<file path="config.mk">
export PLATFORM = sky130hd
export DESIGN_NAME = maze
export DESIGN_NICKNAME = d
export VERILOG_FILES = /design/src/verilog/tft_pkg.sv /design/src/verilog/maze_pkg.sv /design/src/verilog/tft_spi.sv /design/src/verilog/tft_init.sv /design/src/verilog/tft_rect_writer.sv /design/src/verilog/scene_exhibitor.sv /design/src/verilog/player.sv /design/src/verilog/maze.sv
export SDC_FILE = /design/constraint.sdc
export NUM_CORES = 1
export LEC_CHECK = 0
export BUFFER_PORTS_ARGS = -buffer_cell sky130_fd_sc_hd__buf_2
export CORE_UTILIZATION = 46
export DETAILED_ROUTE_END_ITERATION = 8
export GPL_TIMING_DRIVEN = 1
export PLACE_DENSITY_LB_ADDON = 0.05
export REMOVE_ABC_BUFFERS = 1
export SYNTH_ARGS = -nofsm -noshare
export SYNTH_HDL_FRONTEND = slang
export SYNTH_SLANG_ARGS = --single-unit
</file>
<file path="constraint.sdc">
create_clock -name clk -period 26.7 [get_ports clk]
set_clock_uncertainty 0.2 [all_clocks]
set_input_delay 2.67 -clock clk [delete_from_list [all_inputs] [get_ports clk]]
set_output_delay 2.67 -clock clk [all_outputs]
set_load 0.01 [all_outputs]
</file>
<file path="src/verilog/tft_pkg.sv">
package tft_pkg;

    // one byte on the serial link
    typedef logic [7:0] tft_byte_t;
    // pixel column or row, high byte goes out first
    typedef logic [15:0] tft_coord_t;
    // rgb565 pixel, high byte first
    typedef logic [15:0] tft_color_t;
    // init table entry, dc flag above the byte
    typedef logic [8:0] init_entry_t;

    // window and memory write commands
    localparam tft_byte_t cmd_caset = 8'h2a;
    localparam tft_byte_t cmd_raset = 8'h2b;
    localparam tft_byte_t cmd_ramwr = 8'h2c;

    localparam int init_len = 7;

    // dc low marks a command, dc high its parameter
    localparam init_entry_t init_table [init_len] = '{
        // software reset
        {1'b0, 8'h01},
        // sleep out
        {1'b0, 8'h11},
        // pixel format, 16 bit
        {1'b0, 8'h3a},
        {1'b1, 8'h05},
        // memory access control
        {1'b0, 8'h36},
        {1'b1, 8'h00},
        // display on
        {1'b0, 8'h29}
    };

    localparam tft_color_t wall_color = 16'hffff;
    localparam tft_color_t back_color = 16'h0000;
    localparam tft_color_t player_color = 16'hf800;

endpackage

</file>
<file path="src/verilog/maze_pkg.sv">
package maze_pkg;

    // grid size in cells
    localparam int grid_w = 10;
    localparam int grid_h = 15;

    // wall on top of cell (c, r) at bit r*grid_w + c
    typedef logic [(grid_h + 1) * grid_w - 1:0] h_walls_t;
    // wall left of cell (c, r) at bit r*(grid_w+1) + c
    typedef logic [grid_h * (grid_w + 1) - 1:0] v_walls_t;

    typedef logic [3:0] cell_t;

    // value is {button_1, button_2}
    typedef enum logic [1:0] {
        dir_right = 2'd0,
        dir_down  = 2'd1,
        dir_left  = 2'd2,
        dir_up    = 2'd3
    } dir_t;

    // top level sequencer
    typedef enum logic [1:0] {
        phase_idle,
        phase_init,
        phase_scene,
        phase_player
    } phase_t;

endpackage

</file>
<file path="src/verilog/tft_spi.sv">
`timescale 1ns/1ps

module tft_spi import tft_pkg::*; (
    input  logic      clk,
    input  logic      rst,
    input  tft_byte_t data,
    input  logic      dc,
    input  logic      transmit,
    output logic      tft_mosi,
    output logic      tft_dc,
    output logic      tft_clk,
    output logic      busy
);

    // byte being shifted, msb first
    tft_byte_t shift_reg;
    // half-bit counter, even low phase, odd high phase
    logic [3:0] phase_cnt;
    logic dc_reg;

    assign tft_dc = dc_reg;

    // payload
    always_ff @(posedge clk) begin
        if (transmit && !busy) begin
            shift_reg <= data;
            dc_reg <= dc;
        end else if (busy && phase_cnt[0]) begin
            shift_reg <= {shift_reg[6:0], 1'b0};
        end
    end

    always_ff @(posedge clk) begin
        if (!rst) begin
            busy <= 1'b0;
            tft_clk <= 1'b0;
            tft_mosi <= 1'b0;
            phase_cnt <= '0;
        end else if (transmit && !busy) begin
            busy <= 1'b1;
            tft_clk <= 1'b0;
            tft_mosi <= data[7];
            phase_cnt <= '0;
        end else if (busy) begin
            phase_cnt <= phase_cnt + 4'd1;
            if (!phase_cnt[0]) begin
                tft_clk <= 1'b1;
            end else begin
                tft_clk <= 1'b0;
                // next bit, zero once the byte is out
                tft_mosi <= shift_reg[6];
                if (phase_cnt == 4'd15)
                    busy <= 1'b0;
            end
        end
    end

endmodule

</file>
<file path="src/verilog/tft_init.sv">
`timescale 1ns/1ps

module tft_init import tft_pkg::*; (
    input  logic      clk,
    input  logic      rst,
    input  logic      enable,
    input  logic      tft_busy,
    output tft_byte_t tft_data,
    output logic      tft_dc,
    output logic      tft_transmit,
    output logic      busy
);

    // entry sent next
    logic [2:0] idx;
    logic finished;
    // pulse last cycle, busy not yet up
    logic pulsed;

    assign busy = enable && !finished;
    assign tft_transmit = busy && !tft_busy && !pulsed;

    assign tft_data = init_table[idx][7:0];
    assign tft_dc = init_table[idx][8];

    always_ff @(posedge clk) begin
        if (!rst) begin
            pulsed <= 1'b0;
        end else begin
            pulsed <= tft_transmit;
        end
    end

    // table walk, restarts when enable drops
    always_ff @(posedge clk) begin
        if (!rst || !enable) begin
            idx <= '0;
            finished <= 1'b0;
        end else if (tft_transmit) begin
            if (idx == 3'(init_len - 1))
                finished <= 1'b1;
            else
                idx <= idx + 3'd1;
        end
    end

endmodule

</file>
<file path="src/verilog/tft_rect_writer.sv">
`timescale 1ns/1ps

module tft_rect_writer import tft_pkg::*; (
    input  logic       clk,
    input  logic       rst,
    input  logic       start,
    input  tft_coord_t x0,
    input  tft_coord_t y0,
    input  tft_coord_t x1,
    input  tft_coord_t y1,
    input  tft_color_t color,
    input  logic       tft_busy,
    output tft_byte_t  tft_data,
    output logic       tft_dc,
    output logic       tft_transmit,
    output logic       done
);

    typedef enum logic [1:0] {
        st_idle,
        st_window,
        st_command,
        st_pixel
    } state_t;

    state_t state;
    tft_coord_t x0_r;
    tft_coord_t y0_r;
    tft_coord_t x1_r;
    tft_coord_t y1_r;
    tft_color_t color_r;
    tft_coord_t width;
    tft_coord_t height;
    // window byte index, bit 0 picks the pixel half
    logic [3:0] byte_cnt;
    // pixels left to send
    logic [31:0] pix_cnt;
    logic pulsed;

    assign width = x1 - x0 + 16'd1;
    assign height = y1 - y0 + 16'd1;

    assign tft_transmit = (state != st_idle) && !tft_busy && !pulsed;
    // low byte of the last pixel accepted
    assign done = tft_transmit && (state == st_pixel) && byte_cnt[0] && (pix_cnt == 32'd1);

    always_comb begin
        tft_dc = 1'b1;
        tft_data = '0;
        case (state)
            st_window: begin
                case (byte_cnt)
                    4'd0: tft_data = cmd_caset;
                    4'd1: tft_data = x0_r[15:8];
                    4'd2: tft_data = x0_r[7:0];
                    4'd3: tft_data = x1_r[15:8];
                    4'd4: tft_data = x1_r[7:0];
                    4'd5: tft_data = cmd_raset;
                    4'd6: tft_data = y0_r[15:8];
                    4'd7: tft_data = y0_r[7:0];
                    4'd8: tft_data = y1_r[15:8];
                    default: tft_data = y1_r[7:0];
                endcase
                // commands sit at 0 and 5
                tft_dc = !(byte_cnt == 4'd0 || byte_cnt == 4'd5);
            end
            st_command: begin
                tft_data = cmd_ramwr;
                tft_dc = 1'b0;
            end
            st_pixel: tft_data = byte_cnt[0] ? color_r[7:0] : color_r[15:8];
            default: ;
        endcase
    end

    // rectangle sampled on start
    always_ff @(posedge clk) begin
        if (start && state == st_idle) begin
            x0_r <= x0;
            y0_r <= y0;
            x1_r <= x1;
            y1_r <= y1;
            color_r <= color;
        end
    end

    always_ff @(posedge clk) begin
        if (!rst) begin
            state <= st_idle;
            byte_cnt <= '0;
            pix_cnt <= '0;
            pulsed <= 1'b0;
        end else begin
            pulsed <= tft_transmit;
            case (state)
                st_idle: if (start) begin
                    state <= st_window;
                    byte_cnt <= '0;
                    pix_cnt <= {16'd0, width} * {16'd0, height};
                end
                st_window: if (tft_transmit) begin
                    byte_cnt <= byte_cnt + 4'd1;
                    if (byte_cnt == 4'd9)
                        state <= st_command;
                end
                st_command: if (tft_transmit) begin
                    state <= st_pixel;
                    byte_cnt <= '0;
                end
                default: if (tft_transmit) begin
                    byte_cnt <= {3'd0, !byte_cnt[0]};
                    if (byte_cnt[0]) begin
                        pix_cnt <= pix_cnt - 32'd1;
                        if (pix_cnt == 32'd1)
                            state <= st_idle;
                    end
                end
            endcase
        end
    end

endmodule

</file>
<file path="src/verilog/scene_exhibitor.sv">
`timescale 1ns/1ps

module scene_exhibitor import tft_pkg::*, maze_pkg::*; #(
    parameter int cell_size = 32
) (
    input  logic      clk,
    input  logic      rst,
    input  logic      enable,
    input  h_walls_t  h_walls,
    input  v_walls_t  v_walls,
    input  logic      tft_busy,
    output tft_byte_t tft_data,
    output logic      tft_dc,
    output logic      tft_transmit,
    output logic      busy
);

    localparam tft_coord_t cs = tft_coord_t'(cell_size);

    typedef enum logic {sc_scan, sc_draw} state_t;

    state_t state;
    // bit index into the current bitmap
    logic [7:0] idx;
    cell_t col;
    cell_t row;
    // low for horizontal walls, high for vertical
    logic vert;
    logic finished;
    logic wall_set;
    logic last_wall;
    logic step;
    cell_t last_col;
    cell_t last_row;
    tft_coord_t col_px;
    tft_coord_t row_px;
    tft_coord_t x1;
    tft_coord_t y1;
    logic wr_start;
    logic wr_done;

    assign wall_set = vert ? v_walls[idx] : h_walls[idx];
    // vertical bitmap has one extra column, horizontal one extra row
    assign last_col = vert ? cell_t'(grid_w) : cell_t'(grid_w - 1);
    assign last_row = vert ? cell_t'(grid_h - 1) : cell_t'(grid_h);
    assign last_wall = vert && col == last_col && row == last_row;

    assign busy = enable && !finished;
    assign wr_start = busy && state == sc_scan && wall_set;
    // clear bits cost one cycle each
    assign step = busy && ((state == sc_scan && !wall_set) || (state == sc_draw && wr_done));

    assign col_px = tft_coord_t'(col) * cs;
    assign row_px = tft_coord_t'(row) * cs;
    // two pixel thick walls
    assign x1 = vert ? col_px + 16'd1 : col_px + cs - 16'd1;
    assign y1 = vert ? row_px + cs - 16'd1 : row_px + 16'd1;

    always_ff @(posedge clk) begin
        if (!rst || !enable) begin
            state <= sc_scan;
            idx <= '0;
            col <= '0;
            row <= '0;
            vert <= 1'b0;
            finished <= 1'b0;
        end else if (wr_start) begin
            state <= sc_draw;
        end else if (step) begin
            state <= sc_scan;
            if (last_wall) begin
                finished <= 1'b1;
            end else begin
                idx <= idx + 8'd1;
                col <= col + 4'd1;
                if (col == last_col) begin
                    col <= '0;
                    row <= row + 4'd1;
                    // horizontal done, vertical bitmap from bit 0
                    if (row == last_row) begin
                        row <= '0;
                        vert <= 1'b1;
                        idx <= '0;
                    end
                end
            end
        end
    end

    tft_rect_writer rect_writer (
        .clk          (clk),
        .rst          (rst),
        .start        (wr_start),
        .x0           (col_px),
        .y0           (row_px),
        .x1           (x1),
        .y1           (y1),
        .color        (wall_color),
        .tft_busy     (tft_busy),
        .tft_data     (tft_data),
        .tft_dc       (tft_dc),
        .tft_transmit (tft_transmit),
        .done         (wr_done)
    );

endmodule

</file>
<file path="src/verilog/player.sv">
`timescale 1ns/1ps

module player import tft_pkg::*, maze_pkg::*; #(
    parameter int cell_size = 32
) (
    input  logic      clk,
    input  logic      rst,
    input  logic      enable,
    input  cell_t     old_x,
    input  cell_t     old_y,
    input  cell_t     new_x,
    input  cell_t     new_y,
    input  logic      tft_busy,
    output tft_byte_t tft_data,
    output logic      tft_dc,
    output logic      tft_transmit,
    output logic      busy
);

    localparam tft_coord_t cs = tft_coord_t'(cell_size);

    typedef enum logic {pl_erase, pl_draw} step_t;

    step_t step;
    // writer started and not yet done
    logic running;
    logic finished;
    cell_t sel_x;
    cell_t sel_y;
    tft_coord_t base_x;
    tft_coord_t base_y;
    tft_color_t color;
    logic wr_start;
    logic wr_done;

    assign busy = enable && !finished;
    assign wr_start = busy && !running;

    // erase at the old cell, draw at the new one
    assign sel_x = (step == pl_erase) ? old_x : new_x;
    assign sel_y = (step == pl_erase) ? old_y : new_y;
    assign color = (step == pl_erase) ? back_color : player_color;
    assign base_x = tft_coord_t'(sel_x) * cs;
    assign base_y = tft_coord_t'(sel_y) * cs;

    always_ff @(posedge clk) begin
        if (!rst || !enable) begin
            step <= pl_erase;
            running <= 1'b0;
            finished <= 1'b0;
        end else if (wr_start) begin
            running <= 1'b1;
        end else if (wr_done) begin
            running <= 1'b0;
            if (step == pl_draw)
                finished <= 1'b1;
            else
                step <= pl_draw;
        end
    end

    // square inset 2 pixels on every side
    tft_rect_writer rect_writer (
        .clk          (clk),
        .rst          (rst),
        .start        (wr_start),
        .x0           (base_x + 16'd2),
        .y0           (base_y + 16'd2),
        .x1           (base_x + cs - 16'd3),
        .y1           (base_y + cs - 16'd3),
        .color        (color),
        .tft_busy     (tft_busy),
        .tft_data     (tft_data),
        .tft_dc       (tft_dc),
        .tft_transmit (tft_transmit),
        .done         (wr_done)
    );

endmodule

</file>
<file path="src/verilog/maze.sv">
`timescale 1ns/1ps

module maze import tft_pkg::*, maze_pkg::*; #(
    parameter int cell_size = 32
) (
    input  logic     clk,
    input  logic     rst,
    input  logic     button_1,
    input  logic     button_2,
    input  h_walls_t h_walls,
    input  v_walls_t v_walls,
    output logic     tft_rst,
    output logic     tft_clk,
    output logic     tft_mosi,
    output logic     tft_dc
);

    localparam logic [7:0] gw = 8'(grid_w);
    localparam logic [7:0] gw1 = 8'(grid_w + 1);

    phase_t phase;
    tft_byte_t init_data;
    tft_byte_t scene_data;
    tft_byte_t player_data;
    tft_byte_t spi_data;
    logic init_dc, scene_dc, player_dc, spi_dc;
    logic init_transmit, scene_transmit, player_transmit, spi_transmit;
    logic init_busy, scene_busy, player_busy, spi_busy;
    logic init_enable, scene_enable, player_enable;
    dir_t button_reg;
    // cell drawn last frame and cell drawn this frame
    cell_t old_x, old_y, cur_x, cur_y;
    cell_t next_x, next_y;
    // wall bits around the current cell
    logic [7:0] h_top, h_bot, v_left, v_right;

    assign tft_rst = rst;
    assign init_enable = (phase == phase_init);
    assign scene_enable = (phase == phase_scene);

    // byte link of the active producer, none in idle
    always_comb begin
        spi_data = '0;
        spi_dc = 1'b0;
        spi_transmit = 1'b0;
        case (phase)
            phase_init: begin
                spi_data = init_data;
                spi_dc = init_dc;
                spi_transmit = init_transmit;
            end
            phase_scene: begin
                spi_data = scene_data;
                spi_dc = scene_dc;
                spi_transmit = scene_transmit;
            end
            phase_player: begin
                spi_data = player_data;
                spi_dc = player_dc;
                spi_transmit = player_transmit;
            end
            default: ;
        endcase
    end

    assign h_top = {4'd0, cur_y} * gw + {4'd0, cur_x};
    assign h_bot = h_top + gw;
    assign v_left = {4'd0, cur_y} * gw1 + {4'd0, cur_x};
    assign v_right = v_left + 8'd1;

    // one step, refused at the grid edge or a set wall
    always_comb begin
        next_x = cur_x;
        next_y = cur_y;
        case (button_reg)
            dir_right: if (cur_x != cell_t'(grid_w - 1) && !v_walls[v_right])
                next_x = cur_x + 4'd1;
            dir_down: if (cur_y != cell_t'(grid_h - 1) && !h_walls[h_bot])
                next_y = cur_y + 4'd1;
            dir_left: if (cur_x != '0 && !v_walls[v_left])
                next_x = cur_x - 4'd1;
            default: if (cur_y != '0 && !h_walls[h_top])
                next_y = cur_y - 4'd1;
        endcase
    end

    always_ff @(posedge clk) begin
        if (!rst) begin
            phase <= phase_idle;
            player_enable <= 1'b0;
            button_reg <= dir_right;
            old_x <= '0;
            old_y <= '0;
            cur_x <= '0;
            cur_y <= '0;
        end else begin
            case (phase)
                phase_idle: phase <= phase_init;
                phase_init: if (!init_busy) phase <= phase_scene;
                phase_scene: if (!scene_busy) begin
                    // first frame at (0,0), no move
                    phase <= phase_player;
                    player_enable <= 1'b1;
                end
                default: begin
                    if (player_enable) begin
                        if (!player_busy) begin
                            player_enable <= 1'b0;
                            button_reg <= dir_t'({button_1, button_2});
                        end
                    end else begin
                        // enable low for this one cycle
                        old_x <= cur_x;
                        old_y <= cur_y;
                        cur_x <= next_x;
                        cur_y <= next_y;
                        player_enable <= 1'b1;
                    end
                end
            endcase
        end
    end

    tft_spi spi_transmitter (
        .clk      (clk),
        .rst      (rst),
        .data     (spi_data),
        .dc       (spi_dc),
        .transmit (spi_transmit),
        .tft_mosi (tft_mosi),
        .tft_dc   (tft_dc),
        .tft_clk  (tft_clk),
        .busy     (spi_busy)
    );

    tft_init tft_initializer (
        .clk          (clk),
        .rst          (rst),
        .enable       (init_enable),
        .tft_busy     (spi_busy),
        .tft_data     (init_data),
        .tft_dc       (init_dc),
        .tft_transmit (init_transmit),
        .busy         (init_busy)
    );

    scene_exhibitor #(.cell_size(cell_size)) scene (
        .clk          (clk),
        .rst          (rst),
        .enable       (scene_enable),
        .h_walls      (h_walls),
        .v_walls      (v_walls),
        .tft_busy     (spi_busy),
        .tft_data     (scene_data),
        .tft_dc       (scene_dc),
        .tft_transmit (scene_transmit),
        .busy         (scene_busy)
    );

    player #(.cell_size(cell_size)) player_draw (
        .clk          (clk),
        .rst          (rst),
        .enable       (player_enable),
        .old_x        (old_x),
        .old_y        (old_y),
        .new_x        (cur_x),
        .new_y        (cur_y),
        .tft_busy     (spi_busy),
        .tft_data     (player_data),
        .tft_dc       (player_dc),
        .tft_transmit (player_transmit),
        .busy         (player_busy)
    );

endmodule

</file>
==> results.md <==
* Outcome: finished with violations
* Failing checks: DRC
* Initial core utilization at 46.6%
* Top Registers: player_draw.rect_writer.pix_cnt: 32 flops, scene.rect_writer.pix_cnt: 32 flops
* Via count at between 20000 and 30000
* Final #Nets at 4377
* Crit path kind: flip-flop to flip-flop
* Min-delay worst type: flip-flop to flip-flop
* Final hold viol count at 0
* Worst Path Buf+Inv at 1
* Ports at 333
* Leakage at 14.8 nW
* Max Cap Viol at 0
* Period utilisation layout at 37.7%
* DR DRC count at 4
* Final setup TNS at 0 ps
* Post-CTS Hold Buffers at 0
* FF/Latch Area at approximately 4400 um^2
* #FFs+latches synth at between 150 and 200
* H-tree depth at 4
* Clock Latency Late Sink at 460 ps
* Origin of the critical flop-to-flop path: scene.col[0]
* Finished Core Util at between 50% and 60%
* Cell Int Power at 712 uW
* Crit. End Element: flip-flop
* Die H at about 260 um
* Fillers at 6147
* Largest buffer count on any clock path at 2
* Worst Path Arrival at 10230 ps
* Final Max Slew Viols at 0
* Period minus WS final at 10070 ps
* Final setup margin at around 17000 ps
* Area Growth Syn to Fin at 9.84%
* Sequential area share after synthesis at 14.2%
* Sw Share at 42.5%
* Worst VDD drop at 0.0367 mV
* Main synth FF type: dfxtp_1
* CTS tree: done
* Crit path depth at 34
* Die X at 261 um
* CP max stage delay at 690 ps
* Drt first pass iters at 7
* Die area at 67900 um^2
* Wire length per cell at 21.5 um
* Post-CTS Resized at 0
* Most used cell, CP: a21oi_1
* Post-synth ARST share at 0%
* Vias in the first global route at about 27000
* First-pass GRT wire length at 150000 um
* GRT Overall Usage at 28.2%
* Slew headroom at 28.0%
* Initial detailed-routing violation count at 1671
* Max FO, Critical Path at 12
* CTS clk-pin slew, worst paths at approximately 70 ps
* Synthesis Warnings at 0
* R2R Path End: scene.rect_writer.pix_cnt[30]
* CP Launch Type: flip-flop
* Slowest cell on the critical path: xor2_1
* Port bufs at between 300 and 400
* Critical path's top delay family: adder cells
* Area of the multi-input gates at 24300 um^2
* Final setup vio count at 0
* Initial antenna violation count at 17
* Combinational share of power at about half
* Wirelength, routed at 95000 um
* Global placer's final weighted congestion at 0.903
* DP Worst Slack at 16630 ps
* Post-DP HPWL at between 70000 and 80000 um
* Clock root buffer: clkbuf_16
* Clk sinks at 189
* Fmax at 99.3 MHz
* P_sw at 527 uW
* Worst Setup SP: scene.col[0]
* Post-synth cell types at 90
* Slew @ Worst Pin at between 1000 and 1500 ps
* Synth Instances at 3277
* Worst R2R Path Depth at 34
* Largest net degree at the start of global routing at 59
* Number of synthesized flops with an enable pin at 57
* Total grt overflow at 0
* Mapped Avg Cell Area at 9.39 um^2
* Pwr Density at 36.7 nW/um^2
* Required time worst endpoint at 26870 ps
* Clock share of power at about a fifth
* Post-DRT Antenna Nets at 0
* Worst Setup EP: scene.rect_writer.pix_cnt[30]
* Post-CTS Setup Repair Bufs at 0
* Row Count at 94
* Synth Cell Area at 30800 um^2
* CORE AREA at between 60000 and 70000 um^2
* Share of cells above drive strength 1 at 20.2%
* Drt via density at between 5 and 6
* Power share of the sequential group at 30.6%
* CTS buffer count at 17
* RSZ-0062 raised after global routing: false
* Register-to-register setup slack at 16630 ps
## synth_stat cells (7+ instances only)
| cell | count | area [um^2] |
|---|---|---|
| and2_1 | 36 | 225 |
| a21oi_1 | 192 | 961 |
| nand2b_1 | 31 | 194 |
| buf_2 | 28 | 140 |
| a221oi_1 | 10 | 87.6 |
| clkbuf_1 | 103 | 387 |
| nand2_1 | 280 | 1050 |
| a21o_1 | 18 | 135 |
| and3_1 | 14 | 87.6 |
| ha_1 | 309 | 3870 |
| o221ai_1 | 8 | 70.1 |
| nor2b_1 | 36 | 225 |
| mux2_2 | 26 | 293 |
| or2_2 | 9 | 56.3 |
| inv_1 | 376 | 1410 |
| a32oi_1 | 8 | 70.1 |
| a22oi_1 | 18 | 135 |
| nor2_1 | 283 | 1060 |
| xor2_1 | 44 | 385 |
| o21a_1 | 17 | 128 |
| mux4_1 | 9 | 236 |
| o31ai_1 | 9 | 67.6 |
| o22ai_1 | 11 | 68.8 |
| nor4_1 | 20 | 125 |
| nor3_1 | 73 | 365 |
| nand3_1 | 65 | 325 |
| dfxtp_1 | 132 | 2640 |
| nor3b_1 | 7 | 52.6 |
| buf_4 | 11 | 82.6 |
| nand4_1 | 17 | 106 |
| a211oi_1 | 19 | 143 |
| xnor2_1 | 83 | 727 |
| or4_1 | 9 | 67.6 |
| buf_1 | 23 | 86.3 |
| mux2i_1 | 90 | 901 |
| o21bai_1 | 13 | 97.6 |
| o211ai_1 | 11 | 82.6 |
| fa_1 | 213 | 4260 |
| a31oi_1 | 27 | 169 |
| mux4_2 | 247 | 5560 |
| edfxtp_1 | 57 | 1710 |
| o21ai_0 | 139 | 696 |
| or3_1 | 29 | 181 |
## cell usage in the layout (no fill, tap or decap), types with 65 or more instances in the layout
master   instances
fa_1           213
dfxtp_1        128
mux4_2         247
nand3_1         65
nor3_1          73
xnor2_1         83
nand2_1        280
ha_1           305
inv_1          375
o21ai_0        139
buf_2          332
mux2i_1         90
a21oi_1        192
nor2_1         283
## worst min path at each step
stage | to | startpoint | depth (start not counted) | slack (ps)
after floorplan | scene.rect_writer.pix_cnt[5] | scene.rect_writer.pix_cnt[5] | 1 | 230
after global placement | old_x[0] | old_x[0] | 2 | 240
after detailed placement | old_y[3] | old_y[3] | 2 | 250
after CTS | old_y[0] | old_y[0] | 2 | 260
after global routing | old_y[0] | old_y[0] | 2 | 280
final | old_y[0] | old_y[0] | 2 | 260
## layer usage
metal / GRT usage, % / vias up / part of all wire [%]
li1: - / 12234 / -
met1: 35.3 / 13008 / 42
met2: 49.1 / 863 / 50
met3: 3.76 / 170 / 4.9
met4: 11.0 / 10 / 3.5
met5: 0 / - / 0.075
## cell families (layout without fill, tap and decap cells)
logic type | after synthesis | after routing | synth area share [%]
and+or+nand+nor | 930 | 930 | 14.0
other | 2 | 39 | 0.0244
AOI/OAI and AO/OA | 581 | 581 | 11.8
muxes | 373 | 373 | 22.8
DFF | 189 | 189 | 14.2
buffers and inverters | 553 | 789 | 7.16
xor gates and xnor gates | 127 | 127 | 3.62
adders and majority gates | 522 | 522 | 26.4
## power by group through the flow
stage / combinational, mW / sequential [mW] / clock, mW
floorplan: 0.426 / 0.377 / 0
global placement: 0.596 / 0.384 / 0
detailed placement: 0.606 / 0.385 / 0
CTS: 0.609 / 0.379 / 0.256
global route: 0.678 / 0.386 / 0.268
finish: 0.610 / 0.379 / 0.249
## final cells by class
class | count | share of cell area [%]
inverter | 383 | 4.25
sequential | 189 | 12.9
tap | 864 | 3.20
multi-input combinational | 2561 | 72.0
timing repair buffer | 374 | 5.85
antenna | 11 | 0.0815
clock buffer | 19 | 1.28
clock inverter | 13 | 0.378
## stage by stage
step                cell area, um^2  total power [mW]  hold slack (ps)  instances
global route                  33800              1.33              278       4414
CTS                           33800              1.24              258       4403
global placement              33200             0.980              243       4371
floorplan                     30100             0.803              232       3133
detailed placement            33200             0.991              251       4371
finish                        33800              1.24              259       4414
## worst min-delay path, stage by stage (launching register included)
cell and delay, ps:
dfxtp_1 310, nand2_1 50, a21oi_1 50
Note: power is estimated with default switching activity, not from simulation.
